===== config.mk =====
export PLATFORM = sky130hd
export DESIGN_NAME = midpointTop
export DESIGN_NICKNAME = d
export VERILOG_FILES = /design/src/source/midpointPkg.sv /design/src/source/debounceTimer.sv /design/src/source/displayDriver.sv /design/src/source/inputConditioner.sv /design/src/source/midpointTop.sv /design/src/source/shiftRegister.sv
export SDC_FILE = /design/constraint.sdc
export NUM_CORES = 1
export LEC_CHECK = 0
export ABC_CLOCK_PERIOD_IN_PS = 1700
export BUFFER_PORTS_ARGS = -buffer_cell sky130_fd_sc_hd__buf_4
export CAP_MARGIN = 20
export CORE_MARGIN = 1.5
export CORE_UTILIZATION = 52
export CTS_CLUSTER_SIZE = 28
export DETAILED_ROUTE_END_ITERATION = 10
export PLACE_DENSITY_LB_ADDON = 0.15
export SLEW_MARGIN = 20
export SYNTH_ARGS = -nofsm -noshare
export SYNTH_HDL_FRONTEND = slang
export SYNTH_HIERARCHICAL = 1
export SYNTH_SLANG_ARGS = --single-unit
export TNS_END_PERCENT = 5

===== constraint.sdc =====
create_clock -name trigger -period 1.7 [get_ports trigger]
set_clock_uncertainty 0.05 [all_clocks]
set_input_delay 0.17 -clock trigger [delete_from_list [all_inputs] [get_ports trigger]]
set_output_delay 0.17 -clock trigger [all_outputs]
set_load 0.1 [all_outputs]

===== src/source/midpointPkg.sv =====
// ----------------------------------------------------------
// Shared widths, debounce length and conditioner output type
// ----------------------------------------------------------
`default_nettype none

package midpointPkg;

  // ----------------------------------------------------------
  // Widths and timing
  // ----------------------------------------------------------
  localparam int unsigned ByteWidth      = 8;  // Shift register width
  localparam int unsigned NibbleWidth    = 4;  // One LED bank
  localparam int unsigned DebounceCycles = 4;  // Stable cycles before a new level is taken

  // Register and LED vectors
  typedef logic [ByteWidth-1:0]   byteT;
  typedef logic [NibbleWidth-1:0] nibbleT;

  // Timer count must reach DebounceCycles itself, hence the extra bit
  typedef logic [$clog2(DebounceCycles + 1)-1:0] debounceCountT;

  // Clean level plus single-cycle edge strobes
  typedef struct packed {
    logic level;  // Accepted level
    logic rise;   // Level just went 0 -> 1
    logic fall;   // Level just went 1 -> 0
  } conditionedT;

endpackage

`default_nettype wire


===== src/source/debounceTimer.sv =====
// ----------------------------------------------------------
// Debounce timer, counts consecutive cycles of disagreement
// ----------------------------------------------------------
`timescale 1ns/1ps
`default_nettype none

module debounceTimer (
  input  logic trigger,
  input  logic rstN,
  input  logic mismatch,  // Synchronized input differs from accepted level
  output logic expired    // Disagreement has lasted long enough
);

  midpointPkg::debounceCountT count;

  // Count has hit the limit and the input still disagrees
  assign expired = mismatch &&
                   (count == midpointPkg::debounceCountT'(midpointPkg::DebounceCycles));

  always_ff @(posedge trigger or negedge rstN) begin
    if (!rstN) begin
      count <= '0;
    end else if (!mismatch || expired) begin
      // Bounce back or accepted level flips, start over
      count <= '0;
    end else begin
      count <= count + 1'b1;  // Another cycle of disagreement
    end
  end

endmodule

`default_nettype wire


===== src/source/displayDriver.sv =====
// ----------------------------------------------------------
// LED driver, selects one nibble of the register to show
// ----------------------------------------------------------
`timescale 1ns/1ps
`default_nettype none

module displayDriver (
  input  logic                trigger,
  input  logic                rstN,
  input  logic                showHigh,  // Sets the select flop
  input  logic                showLow,   // Clears the select flop
  input  midpointPkg::byteT   value,     // Register contents
  output midpointPkg::nibbleT leds
);

  logic showLowNibble;  // 1 shows bits 3..0, 0 shows bits 4..7 reversed

  // JK-style select flop
  always_ff @(posedge trigger or negedge rstN) begin
    if (!rstN) begin
      showLowNibble <= 1'b0;
    end else begin
      case ({showHigh, showLow})
        2'b10:   showLowNibble <= 1'b1;            // Set
        2'b01:   showLowNibble <= 1'b0;            // Clear
        2'b11:   showLowNibble <= ~showLowNibble;  // Toggle
        default: showLowNibble <= showLowNibble;   // Hold
      endcase
    end
  end

  // LED 0 carries bit 7 in the reversed view, as wired on the board
  assign leds = showLowNibble ? value[3:0]
                              : {value[4], value[5], value[6], value[7]};

endmodule

`default_nettype wire


===== src/source/inputConditioner.sv =====
// ----------------------------------------------------------
// Input conditioner, synchronizes and debounces one input
// and produces single-cycle rise and fall strobes
// ----------------------------------------------------------
`timescale 1ns/1ps
`default_nettype none

module inputConditioner (
  input  logic                     trigger,
  input  logic                     rstN,
  input  logic                     rawIn,        // Mechanical button or switch
  output midpointPkg::conditionedT conditioned
);

  logic [1:0] syncQ;     // Two-flop synchronizer, bit 1 is the output
  logic       mismatch;  // Synchronized value disagrees with accepted level
  logic       expired;   // Timer says the disagreement is real

  // ----------------------------------------------------------
  // Synchronizer
  // ----------------------------------------------------------
  always_ff @(posedge trigger or negedge rstN) begin
    if (!rstN) begin
      syncQ <= '0;
    end else begin
      syncQ <= {syncQ[0], rawIn};  // Shift raw input through both stages
    end
  end

  assign mismatch = syncQ[1] ^ conditioned.level;

  // ----------------------------------------------------------
  // Stability timer
  // ----------------------------------------------------------
  debounceTimer timer (
    .trigger  (trigger),
    .rstN     (rstN),
    .mismatch (mismatch),
    .expired  (expired)
  );

  // ----------------------------------------------------------
  // Accepted level and edge strobes
  // ----------------------------------------------------------
  always_ff @(posedge trigger or negedge rstN) begin
    if (!rstN) begin
      conditioned <= '0;
    end else begin
      // Strobes default low, so each lasts exactly one cycle
      conditioned.rise <= 1'b0;
      conditioned.fall <= 1'b0;
      if (expired) begin
        conditioned.level <= ~conditioned.level;  // Take the new level
        conditioned.rise  <= ~conditioned.level;  // Was 0, now 1
        conditioned.fall  <= conditioned.level;   // Was 1, now 0
      end
    end
  end

endmodule

`default_nettype wire


===== src/source/midpointTop.sv =====
// ----------------------------------------------------------
// Serial capture top, five conditioners feed the shift
// register, which feeds the LED display driver
// ----------------------------------------------------------
`timescale 1ns/1ps
`default_nettype none

module midpointTop (
  input  logic                trigger,
  input  logic                rstN,
  input  logic                loadButton,      // Parallel load request
  input  logic                serialSwitch,    // Serial data level
  input  logic                sclkSwitch,      // Serial clock
  input  logic                showHighButton,  // Selects bits 3..0 on LEDs
  input  logic                showLowButton,   // Selects bits 4..7 reversed
  input  midpointPkg::byteT   loadValue,
  output midpointPkg::nibbleT leds,
  output midpointPkg::byteT   registerValue,
  output logic                serialOut
);

  // Conditioned versions of each board input
  midpointPkg::conditionedT loadCond;
  midpointPkg::conditionedT dataCond;
  midpointPkg::conditionedT sclkCond;
  midpointPkg::conditionedT showHighCond;
  midpointPkg::conditionedT showLowCond;

  // ----------------------------------------------------------
  // Input conditioners
  // ----------------------------------------------------------
  inputConditioner loadIc     (.trigger(trigger), .rstN(rstN), .rawIn(loadButton),
                               .conditioned(loadCond));
  inputConditioner dataIc     (.trigger(trigger), .rstN(rstN), .rawIn(serialSwitch),
                               .conditioned(dataCond));
  inputConditioner sclkIc     (.trigger(trigger), .rstN(rstN), .rawIn(sclkSwitch),
                               .conditioned(sclkCond));
  inputConditioner showHighIc (.trigger(trigger), .rstN(rstN), .rawIn(showHighButton),
                               .conditioned(showHighCond));
  inputConditioner showLowIc  (.trigger(trigger), .rstN(rstN), .rawIn(showLowButton),
                               .conditioned(showLowCond));

  // ----------------------------------------------------------
  // Datapath
  // ----------------------------------------------------------
  shiftRegister shifter (
    .trigger   (trigger),
    .rstN      (rstN),
    .load      (loadCond.rise),   // Button press loads
    .shift     (sclkCond.rise),   // Clock switch going up shifts
    .loadValue (loadValue),
    .serialIn  (dataCond.level),
    .value     (registerValue),
    .serialOut (serialOut)
  );

  displayDriver display (
    .trigger  (trigger),
    .rstN     (rstN),
    .showHigh (showHighCond.level),
    .showLow  (showLowCond.level),
    .value    (registerValue),
    .leds     (leds)
  );

endmodule

`default_nettype wire


===== src/source/shiftRegister.sv =====
// ----------------------------------------------------------
// 8-bit shift register with parallel load and serial shift
// ----------------------------------------------------------
`timescale 1ns/1ps
`default_nettype none

module shiftRegister (
  input  logic              trigger,
  input  logic              rstN,
  input  logic              load,       // Parallel load strobe
  input  logic              shift,      // Serial clock strobe
  input  midpointPkg::byteT loadValue,  // Value taken on load
  input  logic              serialIn,   // Bit entering at position 0
  output midpointPkg::byteT value,      // Current register contents
  output logic              serialOut   // Registered MSB for the serial line
);

  midpointPkg::byteT nextValue;

  // ----------------------------------------------------------
  // Next-state selection, load wins over shift
  // ----------------------------------------------------------
  always_comb begin
    nextValue = value;  // Hold by default
    if (load) begin
      nextValue = loadValue;
    end else if (shift) begin
      // Move left, new bit fills the bottom
      nextValue = {value[midpointPkg::ByteWidth-2:0], serialIn};
    end
  end

  // ----------------------------------------------------------
  // Register and serial output flop
  // ----------------------------------------------------------
  always_ff @(posedge trigger or negedge rstN) begin
    if (!rstN) begin
      value     <= '0;
      serialOut <= 1'b0;
    end else begin
      value     <= nextValue;
      serialOut <= nextValue[midpointPkg::ByteWidth-1];  // Tracks the MSB
    end
  end

endmodule

`default_nettype wire


==> flow_summary.yaml, run 1 <==
setup_path:
  reg2reg_to: "sclkIc/timer/count[2]"
  path_max_fanout: 5
  crit_required_ns: 1.48
  reg2reg_depth: 3
  endpoint_kind: "output port"
  cp_data_arrival_time_ns: 1.37
  crit_type: "reg -> out"
  r2r_setup_slack_ns: 0.42
  start_kind: "flop"
  r2r-start: "sclkIc/timer/count[0]"
timing:
  setup_viol: 0
  slew_headroom: 0.670
  worst_pin_slew_ns: 0.495
  fin_crit_sh: 0.935
  fin_ws_ns: 0.111
  finalHoldViolations: 0
  holdWs_ns: 0.0164
  tns_ns: 0
  fin_crit_ns: 1.59
  rsz0062_at_grt: "false"
  max_freq_ghz: 0.629
  maxSlewViolCount: 0
routing:
  drc: 0
  vias_per_cell: 4.79
  first_pass_iters: 4
  avgRoutedWirePerCell_um: 11.6
  wirelength_um: 2730
  vias: 1120
  antenna_left: 0
  drtIter0Drc: 47
logic_synthesis:
  yosys_warnings: 6
  avgSynthCellArea_um2: 12.0
  netlist_instances: 146
  synth_nets: 171
  synth_area_um2: 1750
grt:
  grt.total_usage: 0.175
  grt_pass1_vias: 1166
  grt_remaining_overflow: 0
  grt_pass1_wl_um: 4710
  antenna_found_initial: 0
  grt_start_max_net_pins: 42
cts:
  cts_tree: "yes"
  root_buffer: "clkbuf_4"
  cts_made_buffers: 5
  clk_pin_slew_worst_paths_ns: 0.11
  clockBufferDepth: 2
  clock_latency_ns: 0.33
  h-tree-depth: 2
  cts_sinks: 41
floorplanning:
  core.rowCount: 20
  die-area_um2: 3730
  core_um2: 3130
  io_pins: 28
  die_w_um: 61.0
  initial_core_util: 0.560
  fp.dieH_um: 61.0
layout:
  register_area_um2: 1030
  areaGrowthSynthToFinish_pct: 23.9
  stdcell_count: 234
  multiInputGateArea_um2: 639
  drive_gt1_frac: 0.216
  fillCellCount: 240
  fin_nets: 215
  antenna_cells: 0
status:
  status: "complete, no violations"
min_path:
  min_from: "loadValue[3]"
  min_to: "shifter/value[3]"
  hold-path-cell-count: 3
  hold_class: "in -> reg"
run:
  cap_violations: 0
place:
  place.detailed.hpwl_um: 1870
  gp_congestion: 0.735
  port-buffer-count: 27
  dp_slack_ns: 0.423
  place_inst: 214
-- cell type report --
cell class                 instances  share of cell area
clock buffer                       7              0.0254
inverter                          16              0.0277
multi-input combinational         86               0.295
sequential                        41               0.474
tap                               44              0.0254
timing repair buffer              40               0.153
-- sequential cells by signal, indices dropped and copies added (netlist names) --
register and cells:
showHighIc/conditioned 1, sclkIc/syncQ 2, sclkIc/conditioned 2, sclkIc/timer/count 3, dataIc/conditioned 1, loadIc/conditioned 2, dataIc/syncQ 2, showLowIc/syncQ 2
display/showLowNibble 1, showHighIc/timer/count 3, showLowIc/timer/count 3, showLowIc/conditioned 1, showHighIc/syncQ 2, loadIc/syncQ 2, dataIc/timer/count 3, loadIc/timer/count 3
shifter/value 8
-- per-layer routing --
metal,routed length (um),part of all wire,GRT usage,vias to the layer above
met4,40,0.015,0.0839,0
met2,1410,0.52,0.312,20
met1,1180,0.43,0.195,534
met5,0,0,0,-
li1,-,-,-,561
met3,95,0.035,0.0441,5
-- per-stage QoR --
step / utilization / cell area [um^2]
floorplan: - / 1760
global placement: 0.634 / 1980
detailed placement: 0.634 / 1980
CTS: 0.694 / 2170
global route: 0.694 / 2170
finish: 0.694 / 2170
-- layout by cell type, fill, tap and decap left out --
cell type and instances:
dfrtp_1 39, and3_1 10, clkbuf_8 1, mux2_2 3
o21ai_1 8, buf_4 27, or3b_1 5, dlygate4sd3_1 13
and2b_2 2, ha_1 10, dfrtp_2 2, clkbuf_4 5
nor2_1 5, mux2i_1 9, nand2_1 13, a21oi_1 5
inv_1 16, mux2_4 1, clkbuf_1 1, nand2b_1 5
xor2_1 10
-- worst max-delay path by stage --
stage | slack [ns] | from | to
6_report | 0.11 | display/showLowNibble | leds[1]
5_1_grt | 0.05 | display/showLowNibble | leds[3]
4_1_cts | 0.03 | display/showLowNibble | leds[1]
3_5_place_dp | 0.42 | display/showLowNibble | leds[1]
3_3_place_gp | 0.44 | display/showLowNibble | leds[1]
2_1_floorplan | -0.10 | shifter/value[1] | leds[1]
-- timing repair --
item / 4_1_cts / 5_1_grt
setup endpoints to repair: 0 / 3
resized for setup: 0 / 1
hold endpoints to repair: 53 / 0
hold buffers: 13 / 0
buffers inserted: 0 / 0
-- worst max-delay path: stages (launching register included) --
cell	delay, ns
dfrtp_2	0.45
mux2_2	0.35
buf_4	0.23
Power of run 1 is left out: the tool's default activity adds up to more than one toggle a clock period on the data nets, which glitch-free logic cannot reach.
==> run 2, diff against run 1 <==
--- a/config.mk
+++ b/config.mk
@@ -5,6 +5,7 @@
 export SDC_FILE = /design/constraint.sdc
 export NUM_CORES = 1
 export LEC_CHECK = 0
+export ABC_AREA = 1
 export ABC_CLOCK_PERIOD_IN_PS = 1700
 export BUFFER_PORTS_ARGS = -buffer_cell sky130_fd_sc_hd__buf_4
 export CAP_MARGIN = 20
==> run 2 against run 1 <==
- worst setup slack gained 0.028 ns
- non-clock buffer count rose by 1
- first-iteration DRC count down 4.3%
- synthesized cell count rose by 55%
- sequential share of layout area fell by 4.1 points
- via count up 29%
==> flow_summary.yaml, run 2 <==
routing:
  avgRoutedWirePerCell_um: 9.63
  vias: 1444
  drc: 0
  first_pass_iters: 4
  antenna_left: 0
  drtIter0Drc: 45
  wirelength_um: 3070
  vias_per_cell: 4.53
layout:
  fillCellCount: 294
  areaGrowthSynthToFinish_pct: 25.3
  antenna_cells: 0
  most-common-layout-cells: "nand2_1 (72), inv_1 (43), dfrtp_1 (40)"
  fin_nets: 297
  regMostFlops: "shifter/value"
  finish.instance_area_um2: 2370
  largest_reg_flops: 8
  layout_commonest_cell: "nand2_1"
  fin_util: 0.694
  drive_gt1_frac: 0.231
logic_synthesis:
  netlist_instances: 227
  synth_nets: 252
  synth_area_um2: 1890
  yosys_warnings: 6
  avgSynthCellArea_um2: 8.33
floorplanning:
  io_pins: 28
  die-area_um2: 4010
  die_w_um: 63.3
  core_um2: 3420
  fp.dieH_um: 63.3
  core.rowCount: 21
  initial_core_util: 0.554
grt:
  grt_pass1_vias: 1372
  antenna_found_initial: 0
  grt_pass1_wl_um: 5620
  grt_start_max_net_pins: 42
  grt.total_usage: 0.184
  grt_remaining_overflow: 0
place:
  port-buffer-count: 27
  dp_slack_ns: 0.513
  place.detailed.hpwl_um: 2140
  gp_congestion: 0.849
  placed_area_um2: 2140
timing:
  worst_pin_slew_ns: 0.490
  max_freq_ghz: 0.640
  maxSlewViolCount: 0
  fin_crit_ns: 1.56
  slew_headroom: 0.673
  rsz0062_at_grt: "false"
  setup_viol: 0
  finalHoldViolations: 0
  holdWs_ns: 0.266
  fin_ws_ns: 0.138
  fin_crit_sh: 0.919
run:
  cap_violations: 0
cts:
  root_buffer: "clkbuf_4"
  cts_tree: "yes"
  h-tree-depth: 2
  clockBufferDepth: 2
  cts_sinks: 41
  post_cts_resized: 0
  clock_latency_ns: 0.35
  cts_made_buffers: 5
  clk_pin_slew_worst_paths_ns: 0.12
min_path:
  hold_class: "in -> async"
setup_path:
  reg2reg_depth: 7
  cp_data_arrival_time_ns: 1.34
  path_max_fanout: 6
  crit_required_ns: 1.48
  endpoint_kind: "output port"
  crit_type: "reg -> out"
  start_kind: "flop"
status:
  status: "complete, no violations"
run 2: stage by stage:
stage / std cells / TNS [ns]
6_report: 319 / 0
5_1_grt: 319 / 0
4_1_cts: 319 / 0
3_5_place_dp: 297 / 0
3_3_place_gp: 297 / 0
2_1_floorplan: 227 / -0.0672
run 2: layer usage:
metal | track usage | vias up | wire [um]
li1 | - | 749 | -
met1 | 0.205 | 662 | 1370
met2 | 0.319 | 26 | 1530
met3 | 0.0625 | 7 | 123
met4 | 0.0788 | 0 | 48
met5 | 0 | - | 0
run 2: worst max-delay path, stage by stage (launching register included):
cell and delay, ns:
dfrtp_1 0.46, inv_2 0.11, nand2_1 0.09, nand2_4 0.06, buf_4 0.28
run 2: repair_timing:
item	in CTS	in global routing
setup buffers	0	0
endpoints found under the hold margin	54	0
hold buffers	14	0
run 2: worst paths after layout:
check / startpoint / endpoint / slack (ns)
min in group trigger: dataIc/syncQ[0] / dataIc/syncQ[1] / 0.31
max: display/showLowNibble / leds[0] / 0.14
min reg2reg: dataIc/syncQ[0] / dataIc/syncQ[1] / 0.31
max reg2reg: showHighIc/timer/count[0] / showHighIc/conditioned[2] / 0.51
min: rstN / shifter/value[2] / 0.27
max in group asynchronous: rstN / shifter/value[7] / 0.98
run 2: cell type report:
class | instances | area [um^2] | area share
clock inverters | 2 | 37.5 | 0.0158
inverters | 50 | 188 | 0.0792
clock buffers | 6 | 51.3 | 0.0216
multi-input cells | 133 | 667 | 0.281
flip-flops and latches | 41 | 1030 | 0.433
repair buffers | 41 | 343 | 0.145
well taps | 46 | 57.6 | 0.0243
Power of run 2 is left out for the same reason.
